--- src/hw/udlx_pkg.sv ---
// Shared types for the execute stage; multiply and divide are unsigned, opcodes are DLX-style
package udlx_pkg;

   // ----------------------------------------
   // Widths
   // ----------------------------------------

   // Operand and result width
   localparam int data_width   = 32;
   // Instruction opcode field
   localparam int opcode_width = 6;
   // R-type function field
   localparam int funct_width  = 6;

   // ----------------------------------------
   // Encodings
   // ----------------------------------------

   // Primary opcodes handled by the execute stage
   typedef enum logic [opcode_width-1:0] {
      op_rtype = 6'h00,
      op_beqz  = 6'h04,
      op_bnez  = 6'h05,
      op_brfl  = 6'h06,
      op_addi  = 6'h08,
      op_subi  = 6'h0A,
      op_andi  = 6'h0C,
      op_ori   = 6'h0D,
      op_lw    = 6'h23,
      op_sw    = 6'h2B
   } opcode_e;

   // R-type function codes
   typedef enum logic [funct_width-1:0] {
      fn_mult = 6'h18,
      fn_div  = 6'h1A,
      fn_add  = 6'h20,
      fn_sub  = 6'h22,
      fn_and  = 6'h24,
      fn_or   = 6'h25,
      fn_not  = 6'h27,
      fn_cmp  = 6'h2A
   } funct_e;

   // ----------------------------------------
   // Bundles
   // ----------------------------------------

   // Condition flags in the packed order of the brfl pattern in B[3:0]
   typedef struct packed {
      logic overflow;
      logic above;
      logic equal;
      logic error;
   } flags_t;

   // Decoded instruction with both operands in 76 bits
   typedef struct packed {
      opcode_e                opcode;
      funct_e                 funct;
      logic [data_width-1:0]  data_a;
      logic [data_width-1:0]  data_b;
   } ex_req_t;

   // Registered execute result of 37 bits
   typedef struct packed {
      logic [data_width-1:0]  result;
      logic                   branch_taken;
      flags_t                 flags;
   } ex_resp_t;

endpackage

--- src/hw/dlx_alu.sv ---
// Purely combinational ALU; divide is single-cycle and unsigned, divide by zero returns 0
`timescale 1ns/1ps

module dlx_alu (
   input  udlx_pkg::ex_req_t                ex_req,
   output logic [udlx_pkg::data_width-1:0]  alu_result,
   output udlx_pkg::flags_t                 flags_next,
   output logic                             flags_update
);

   import udlx_pkg::*;

   // Bit index of the sign
   localparam int msb = data_width - 1;

   // ----------------------------------------
   // Shared datapath
   // ----------------------------------------

   logic [data_width-1:0]    sum_result;
   logic [data_width-1:0]    sub_result;
   logic [data_width-1:0]    and_result;
   logic [data_width-1:0]    or_result;
   logic [2*data_width-1:0]  mult_full;
   logic [data_width-1:0]    div_result;
   logic                     b_zero;
   logic                     sign_a;
   logic                     sign_b;
   logic                     add_ovf;
   logic                     sub_ovf;
   logic                     mult_ovf;

   assign sum_result = ex_req.data_a + ex_req.data_b;
   assign sub_result = ex_req.data_a - ex_req.data_b;
   assign and_result = ex_req.data_a & ex_req.data_b;
   assign or_result  = ex_req.data_a | ex_req.data_b;

   // Full 64-bit unsigned product with the result in the low half
   assign mult_full  = {{data_width{1'b0}}, ex_req.data_a} *
                       {{data_width{1'b0}}, ex_req.data_b};

   // Quotient forced to 0 on a zero divisor
   assign b_zero     = (ex_req.data_b == '0);
   assign div_result = b_zero ? '0 : (ex_req.data_a / ex_req.data_b);

   assign sign_a = ex_req.data_a[msb];
   assign sign_b = ex_req.data_b[msb];

   // Same-sign operands whose sum flips sign
   assign add_ovf  = (sign_a == sign_b) && (sum_result[msb] != sign_a);
   // Opposite-sign operands where the difference loses the sign of A
   assign sub_ovf  = (sign_a != sign_b) && (sub_result[msb] != sign_a);
   // Anything in the upper half cannot fit in the result
   assign mult_ovf = |mult_full[2*data_width-1:data_width];

   // Only R-type instructions touch the flags register
   assign flags_update = (ex_req.opcode == op_rtype);

   // ----------------------------------------
   // Result and flag select
   // ----------------------------------------

   always_comb begin
      alu_result = '0;
      flags_next = '0;
      if (ex_req.opcode == op_rtype) begin
         case (ex_req.funct)
            fn_add: begin
               alu_result          = sum_result;
               flags_next.overflow = add_ovf;
            end
            fn_sub: begin
               alu_result          = sub_result;
               flags_next.overflow = sub_ovf;
            end
            fn_and: begin
               alu_result = and_result;
            end
            fn_or: begin
               alu_result = or_result;
            end
            fn_not: begin
               // Unary op that ignores operand A
               alu_result = ~ex_req.data_b;
            end
            fn_cmp: begin
               // Difference is returned alongside the compare flags
               alu_result       = sub_result;
               flags_next.equal = (ex_req.data_a == ex_req.data_b);
               flags_next.above = ($signed(ex_req.data_a) > $signed(ex_req.data_b));
            end
            fn_mult: begin
               alu_result          = mult_full[data_width-1:0];
               flags_next.overflow = mult_ovf;
            end
            fn_div: begin
               alu_result       = div_result;
               flags_next.error = b_zero;
            end
            default: begin
               // Unknown function yields 0 and raises error
               flags_next.error = 1'b1;
            end
         endcase
      end else begin
         case (ex_req.opcode)
            // Address add for loads and stores shares the adder
            op_addi, op_lw, op_sw: alu_result = sum_result;
            op_subi:               alu_result = sub_result;
            op_andi:               alu_result = and_result;
            op_ori:                alu_result = or_result;
            // Branches and unknown opcodes
            default:               alu_result = '0;
         endcase
      end
   end

endmodule

--- src/hw/dlx_branch_unit.sv ---
// Combinational branch test; brfl compares the held flags, not the flags of this request
`timescale 1ns/1ps

module dlx_branch_unit (
   input  udlx_pkg::ex_req_t  ex_req,
   input  udlx_pkg::flags_t   flags_q,
   output logic               taken
);

   import udlx_pkg::*;

   // Width of the flag pattern carried in the low bits of B
   localparam int flags_width = $bits(flags_t);

   logic a_zero;
   logic flags_match;

   // Zero detect on operand A
   assign a_zero = (ex_req.data_a == '0);

   // Held flags against the immediate pattern
   assign flags_match = (flags_q == ex_req.data_b[flags_width-1:0]);

   // ----------------------------------------
   // Branch decision
   // ----------------------------------------

   always_comb begin
      case (ex_req.opcode)
         op_beqz: taken = a_zero;
         op_bnez: taken = !a_zero;
         op_brfl: taken = flags_match;
         // Not a branch
         default: taken = 1'b0;
      endcase
   end

endmodule

--- src/hw/dlx_ex_register.sv ---
// One-cycle output stage; no back-pressure, every response must be taken when resp_valid is high
`timescale 1ns/1ps

module dlx_ex_register (
   input  logic                             clk,
   input  logic                             rst,
   input  logic                             issue,
   input  logic [udlx_pkg::data_width-1:0]  alu_result,
   input  udlx_pkg::flags_t                 flags_next,
   input  logic                             flags_update,
   input  logic                             taken,
   output udlx_pkg::flags_t                 flags_q,
   output udlx_pkg::ex_resp_t               ex_resp,
   output logic                             resp_valid
);

   import udlx_pkg::*;

   logic    flags_load;
   flags_t  flags_post;

   // Flags change only for an issued R-type
   assign flags_load = issue & flags_update;

   // Flags as they stand once this instruction completes
   assign flags_post = flags_load ? flags_next : flags_q;

   // ----------------------------------------
   // Architectural flags
   // ----------------------------------------

   always_ff @(posedge clk or negedge rst) begin
      if (!rst) begin
         flags_q <= '0;
      end else if (flags_load) begin
         flags_q <= flags_next;
      end
   end

   // ----------------------------------------
   // Response register
   // ----------------------------------------

   // Holds the last response until the next issue
   always_ff @(posedge clk or negedge rst) begin
      if (!rst) begin
         ex_resp <= '0;
      end else if (issue) begin
         ex_resp.result       <= alu_result;
         ex_resp.branch_taken <= taken;
         ex_resp.flags        <= flags_post;
      end
   end

   // One valid pulse per issue so back-to-back issues give back-to-back pulses
   always_ff @(posedge clk or negedge rst) begin
      if (!rst) begin
         resp_valid <= 1'b0;
      end else begin
         resp_valid <= issue;
      end
   end

endmodule

--- src/hw/dlx_execute.sv ---
// Execute stage top; ex_req must be stable while issue is high, response follows one cycle later
`timescale 1ns/1ps

module dlx_execute (
   input  logic                 clk,
   input  logic                 rst,
   input  logic                 issue,
   input  udlx_pkg::ex_req_t    ex_req,
   output udlx_pkg::ex_resp_t   ex_resp,
   output logic                 resp_valid
);

   import udlx_pkg::*;

   // ALU to output stage
   logic [data_width-1:0]  alu_result;
   flags_t                 flags_next;
   logic                   flags_update;

   // Branch unit to output stage
   logic                   taken;

   // Held flags fed back for brfl
   flags_t                 flags_q;

   // ----------------------------------------
   // Parallel datapaths on the same request
   // ----------------------------------------

   dlx_alu i_dlx_alu (
      .ex_req       (ex_req),
      .alu_result   (alu_result),
      .flags_next   (flags_next),
      .flags_update (flags_update)
   );

   dlx_branch_unit i_dlx_branch_unit (
      .ex_req  (ex_req),
      .flags_q (flags_q),
      .taken   (taken)
   );

   // Registered response and flags state
   dlx_ex_register i_dlx_ex_register (
      .clk          (clk),
      .rst          (rst),
      .issue        (issue),
      .alu_result   (alu_result),
      .flags_next   (flags_next),
      .flags_update (flags_update),
      .taken        (taken),
      .flags_q      (flags_q),
      .ex_resp      (ex_resp),
      .resp_valid   (resp_valid)
   );

endmodule

--- config.mk ---
export PLATFORM = sky130hd
export DESIGN_NAME = dlx_execute
export DESIGN_NICKNAME = d
export VERILOG_FILES = /design/src/hw/udlx_pkg.sv /design/src/hw/dlx_alu.sv /design/src/hw/dlx_branch_unit.sv /design/src/hw/dlx_ex_register.sv /design/src/hw/dlx_execute.sv
export SDC_FILE = /design/constraint.sdc
export NUM_CORES = 2
export LEC_CHECK = 0
export BUFFER_PORTS_ARGS = -buffer_cell sky130_fd_sc_hd__buf_2
export CAP_MARGIN = 20
export CORE_MARGIN = 4
export CORE_UTILIZATION = 30
export CTS_CLUSTER_SIZE = 40
export DETAILED_ROUTE_END_ITERATION = 8
export RECOVER_POWER = 100
export SLEW_MARGIN = 0
export SYNTH_ARGS = -nofsm -noshare
export SYNTH_HDL_FRONTEND = slang
export SYNTH_SLANG_ARGS = --single-unit
--- constraint.sdc ---
create_clock -name clk -period 1.8 [get_ports clk]
set_clock_uncertainty 0.2 [all_clocks]
set_input_delay 0.09 -clock clk [delete_from_list [all_inputs] [get_ports clk]]
set_output_delay 0.09 -clock clk [all_outputs]
set_load 0.01 [all_outputs]
---- Yosys cells after proc, flatten, opt, wreduce, memory -nomap -nowiden ----
Cells that the tools add are included.
word-level totals
  bits in latches ......................... 0
  word-level logic and storage cells ...... 63
  bits in read-only memories .............. 0
  output and inout bits ................... 38
  bits in writable memories ............... 0
  register bits ........................... 42
  input bits .............................. 79
  memories ................................ 0
cells by class
  add/sub/neg operators ................... 2
  magnitude comparators ................... 1
  shift-type cells ........................ 0
  multiplexer cells ....................... 10
  reduce and logical (&&, ||, !) cells .... 10
  div/mod/pow operators ................... 1
  bitwise gates (word level) .............. 4
  multiply operators ...................... 1
  eq/ne operators ......................... 23
operator list
  operator                                                         count
  32-bit case mux with 7 select lines                              1
  32-bit case mux with 4 select lines                              1
  32-bit logical NOT                                               2
  32-bit by 32-bit multiplier with 64-bit output                   1
  32-bit two-way mux                                               2
  6-bit == test, second input constant                             8
  32-bit adder                                                     1
  32-bit AND                                                       1
  32-bit by 32-bit divider with 32-bit output                      1
  32-bit == test                                                   1
  32-bit greater-than comparator                                   1
  32-bit NOT                                                       1
  32-bit OR                                                        1
  32-bit OR reduction                                              1
  32-bit subtractor                                                1
  6-bit by 4-bit == test with 1-bit output, second input constant  4
  6-bit by 3-bit == test with 1-bit output, second input constant  3
  6-bit by 5-bit == test with 1-bit output, second input constant  2
  4-bit two-way mux                                                2
  7-bit OR reduction                                               1
  6-bit logical NOT                                                1
  1-bit case mux with 3 select lines                               2
  4-bit == test                                                    1
  1-bit inequality test                                            3
  other kinds (8)                                                  9

---- Logic depth before layout (Yosys ltp) ----
  depth after elaboration ................. 6
  gate-level depth with buffers ........... 345
  mapped depth without buffers ............ 313

---- By module ----
Synthesis repeated with hierarchy kept, for this count alone.
unflattened totals
  cell total of the unflattened synthesis .. 9,055
  area, all modules ....................... 69,132.6 um^2
modules (own cells, without submodules)
  module           times used  cells each  area each (um^2)  sequential area each (um^2)
  dlx_alu          1           8,936       67,217.0          0.0
  dlx_ex_register  1           98          1,764.2           1,051.0
  dlx_branch_unit  1           21          151.4             0.0

---- Worst setup path after synthesis ----
OpenSTA, ideal clock, no wires.
  path kind ............................... input to register
  start ................................... input port ex_req[0] in the netlist's numbering
  end ..................................... register, netlist name i_dlx_ex_register.ex_resp[5]
  slack ................................... -66,244 ps
  required time ........................... 1,476 ps
  stages on the path ...................... 302
  arrival time ............................ 67,721 ps
  library setup time ...................... 124 ps
  buffers on the path ..................... 43
  cells stage by stage .................... clkbuf_1 > inv_1 > clkbuf_1 > ha_1 > nor4b_1 > a41oi_1 > a21oi_1 > ha_1 > o21a_1 > nor2_1 > nor4_1 > a211oi_1 > a21o_1 > ha_1 > a21oi_1 > a21oi_1 > nand2_1 > mux2_2 > [... 266 more ...] > nor2b_1 > o21ai_1 > clkbuf_1 > mux2_2 > ha_1 > o21a_1 > o21a_1 > o21a_1 > o21a_1 > o21a_1 > o21a_1 > o21a_1 > o21ai_0 > a21oi_1 > o211ai_1 > a21boi_0 > o21ai_0 > a21oi_1
on the way
  cells in the longest elaborated chain, start to end .. 4
  elaborated cells between the ends (all ways) .. 12
  classes of those cells .................. add/sub: 2; mul: 1; div: 1; mux: 4; bitwise: 3; reduce/logical: 1
RTL lines
  element                                                                                   RTL line                      text
  from (decl)                                                                               dlx_execute.sv:8              input udlx_pkg::ex_req_t ex_req,
  32-bit by 32-bit divider with 32-bit output / 32-bit logical NOT (equally long branches)  dlx_alu.sv:44, dlx_alu.sv:43
  32-bit two-way mux                                                                        dlx_alu.sv:44                 assign div_result = b_zero ? '0 : (ex_req.data_a / ex_req.data_b);
  32-bit case mux with 7 select lines                                                       dlx_alu.sv:67                 case (ex_req.funct)
  32-bit two-way mux (*)                                                                    dlx_alu.sv:66                 if (ex_req.opcode == op_rtype) begin
Every way passes the cells marked *; elsewhere a longest branch is shown, timed or not.
A chain may end at the register's enable or synchronous reset.

---- Worst setup path in the final report ----
  start ................................... input port ex_req[12] in the netlist's numbering
  end ..................................... register, netlist name i_dlx_ex_register.ex_resp[5]
on the way
  cells in the longest elaborated chain, start to end .. 4
  elaborated cells between the ends (all ways) .. 5
  classes of those cells .................. div: 1; mux: 3; reduce/logical: 1
RTL lines
  element                                                                                   RTL line
  32-bit by 32-bit divider with 32-bit output / 32-bit logical NOT (equally long branches)  dlx_alu.sv:44, dlx_alu.sv:43
  32-bit two-way mux (*)                                                                    dlx_alu.sv:44
  32-bit case mux with 7 select lines (*)                                                   dlx_alu.sv:67
  32-bit two-way mux (*)                                                                    dlx_alu.sv:66
Marked as above.

==> results by group <==
Synthesis
  – Top FF cell, synth: dfrtp_1
  – Seq/Total Area, Yosys: 1.52%
  – Synth Area in Adders: 42.2%
  – EDFF count, synth: 0
  – Synth Cell Area: 69000 µm²
  – Ys async rst share: 100%
  – Synthesized area per cell: 7.54 µm²
  – Yosys reg bits: 42
  – Largest family of logic cells by synthesized area: adder cells
  – Multiplexer share of the synthesized area: 2.43%
  – Syn Nets: 11000
  – Post-Synth Simple-Gate Area: 19.5%
  – Synth Area in XOR/XNOR: 5.53%
  – Yosys cell types: 111
  – Yosys warns: 0
  – Synth Area in Compound Gates: 20.0%
  – Gate Count Post-Synth: 9157

Setup path
  – Reg-to-Reg End: i_dlx_ex_register.ex_resp[4]$_DFFE_PN0P_
  – Critical Path End Type: flop
  – Top cell by count, worst path: buf_4
  – Crit path arrival time: 59390 ps
  – WP data required: 1830 ps
  – Critical Path Stages: 308
  – R2r worst-path depth: 6
  – R2r setup slk: 80 ps
  – Top Family by Delay on Critical Path: compound AO/OA/AOI/OAI gates
  – FF-to-FF Start: i_dlx_ex_register.flags_q[3]$_DFF_PN0_
  – Crit Path Max Fanout: 9
  – CP startpoint: ex_req[12]
  – Crit path kind: in2reg
  – CP max-delay cell: or4_4
  – Crit path buffers/inverters: 50
  – Max incr delay on CP: 570 ps
  – Critical path startpoint category: input pin

Global routing
  – First-pass GRT wire length: 584 mm
  – Vias in the first global route: 86200
  – GRT Residual Overflow: 0
  – GRT Total Usage: 33.3%
  – Largest net degree at the start of global routing: 65
  – Initial antenna violation count: 32

Pwr
  – Peak VDD IR: 0.00489 V
  – Leak Pwr: 52.5 nW
  – Pwr dens: 2230 nW/µm²

Drt
  – Routed wire length per instance: 26.7 µm
  – DR pass1 iterations: 6
  – Vias per cell: 5.48
  – ANT nets after route: 0
  – DR vias: 84000
  – Final WL: 409 mm
  – DRC viols: 0
  – Starting DRC count in detailed routing: 7566

Clock network
  – Reg clk slew, reported paths: 100 ps
  – Clock insertion delay at the later pin of the skew report: 360 ps
  – Clock Root Buffer: clkbuf_16
  – CTS Buffer Depth: 2
  – Inserted Clock Buffers: 5
  – CTS sink cnt: 42
  – CTS tree: yes
  – CTS H-tree depth: 2

Place
  – DP Worst Slack: -62300 ps
  – IO Port Bufs: 116
  – RePlAce Congestion: 1.07
  – HPWL Detailed: 332 mm

Final layout
  – Commonest non-fill, non-tap cell in the layout: buf_4
  – Layout net count: 14200
  – Final design utilization: 47.3%
  – Share of layout cells above drive strength 1: 38.7%
  – Synth-to-Final Area Change: 56.4%
  – Most frequent cells in the layout: 3132 x buf_4, 1116 x inv_1, 1101 x nor2_1, 900 x nand2_1, 890 x fa_1

Timing
  – Final Hold Slack: 52.6 ps
  – Fmax: 16.8 MHz
  – Post-route worst setup slack: -57550 ps
  – Unrepaired setup endpoints after global routing: true
  – Setup TNS: -859250 ps
  – Setup-failing EPs final: 41
  – Pins over their slew limit: 0
  – Tcrit/Tclk final: 3300%
  – Rel. slew slack: 31.4%
  – Worst Tran Pin Value: 1000 ps
  – Final hold violation count: 0
  – Post-layout min period: 59350 ps

Floorplan
  – Die Height: 488 µm
  – Ports: 117
  – Initial core utilization: 30.3%
  – Area of the core: 228000 µm²
  – Cell Rows: 175
  – Die area: 238000 µm²
  – Die X: 488 µm

Worst hold path
  – Hold path cells: 3
  – Hold endpoint: i_dlx_ex_register.ex_resp[19]$_DFFE_PN0P_
  – Worst hold path type: in2reg
  – Hold Startpoint: issue

Flow run
  – Max-cap violation count: 0

Status
  – Failing checks: setup timing
  – Status: complete, but fails checks
## metrics by stage
step                area (µm²)  std cells  total power [mW]
floorplan                73000       9157               141
global placement         97500      14900               229
detailed placement       97500      14900               231
CTS                     104000      15200               235
global route            108000      15300               256
finish                  108000      15300               241
## area by class of cell
cell class                      count  area, µm²
Multi-Input combinational cell   7511      69300
Antenna cell                       24       60.1
Sequential cell                    42       1050
Fill cell                       22400     120000
Clock buffer                        6        139
Clock inverter                      2       60.1
Tap cell                         3009       3760
Timing Repair Buffer             3570      29000
Inverter                         1177       4550
## layer usage
metal	track usage (%)	wire length [µm]	vias to the layer above	share of wire (%)
met5	0	201	-	0.049
li1	-	-	37300	-
met4	18.6	29400	28	7.2
met2	51.9	177000	3744	43
met3	6.83	36400	1026	8.9
met1	42.9	166000	41900	41
## synthesized netlist by cell type (79+ instances only)
cell type | count | share of area (%)
a21o_1 | 199 | 2.2
a21oi_1 | 560 | 4.1
a31oi_1 | 94 | 0.85
clkbuf_1 | 343 | 1.9
fa_1 | 898 | 26
ha_1 | 890 | 16
inv_1 | 1150 | 6.3
mux2_2 | 79 | 1.3
nand2_1 | 961 | 5.2
nand3_1 | 143 | 1.0
nor2_1 | 1176 | 6.4
nor3_1 | 170 | 1.2
o21a_1 | 158 | 1.7
o21ai_0 | 393 | 2.8
xnor2_1 | 272 | 3.5
xor2_1 | 161 | 2.0
## how the worst max path moves through the flow
stage | endpoint
floorplan | i_dlx_ex_register.ex_resp[5]$_DFFE_PN0P_
global placement | i_dlx_ex_register.ex_resp[5]$_DFFE_PN0P_
detailed placement | i_dlx_ex_register.ex_resp[5]$_DFFE_PN0P_
CTS | i_dlx_ex_register.ex_resp[5]$_DFFE_PN0P_
global route | i_dlx_ex_register.ex_resp[5]$_DFFE_PN0P_
finish | i_dlx_ex_register.ex_resp[5]$_DFFE_PN0P_
## flip-flops by register name, summed over array words and instances (netlist names)
register                      cells
i_dlx_ex_register.ex_resp        37
i_dlx_ex_register.flags_q         4
i_dlx_ex_register.resp_valid      1
## cell families (layout without fill, tap and decap cells)
family                   after synthesis  in the layout
XOR/XNOR                             434            434
buffers and inverters               1606           4755
AO/OA/AOI/OAI                       2101           2101
multiplexers                         157            157
flip-flops                            42             42
AND/OR/NAND/NOR                     3029           3031
other                                  0             24
adder cells (fa/ha/maj)             1788           1788
## power breakdown
group / switching (mW) / internal (mW) / leakage, nW
Clock: 0.615 / 0.840 / 0.0972
Sequential: 0.126 / 1.03 / 0.521
Combinational: 128 / 110 / 51.9
Total: 129 / 112 / 52.5
## worst register-to-register path: cells and delay by family (launching register included)
| family | cells | cell delay, ps |
|---|---|---|
| buf+inv | 1 | 200 |
| simple gates | 2 | 290 |
| xor+xnor | 1 | 160 |
| compound gates | 2 | 330 |
| flops | 1 | 450 |
## repair_timing
item                                   4_1_cts  5_1_grt
setup endpoints to repair                   41       41
buffers inserted                           269      161
resized for setup                          816      650
hold buffers                                 3        0
endpoints found under the hold margin       43        0
pin swaps                                  301      296
gates cloned                                 4        6
No activity file was read; power rests on OpenSTA's default activity.
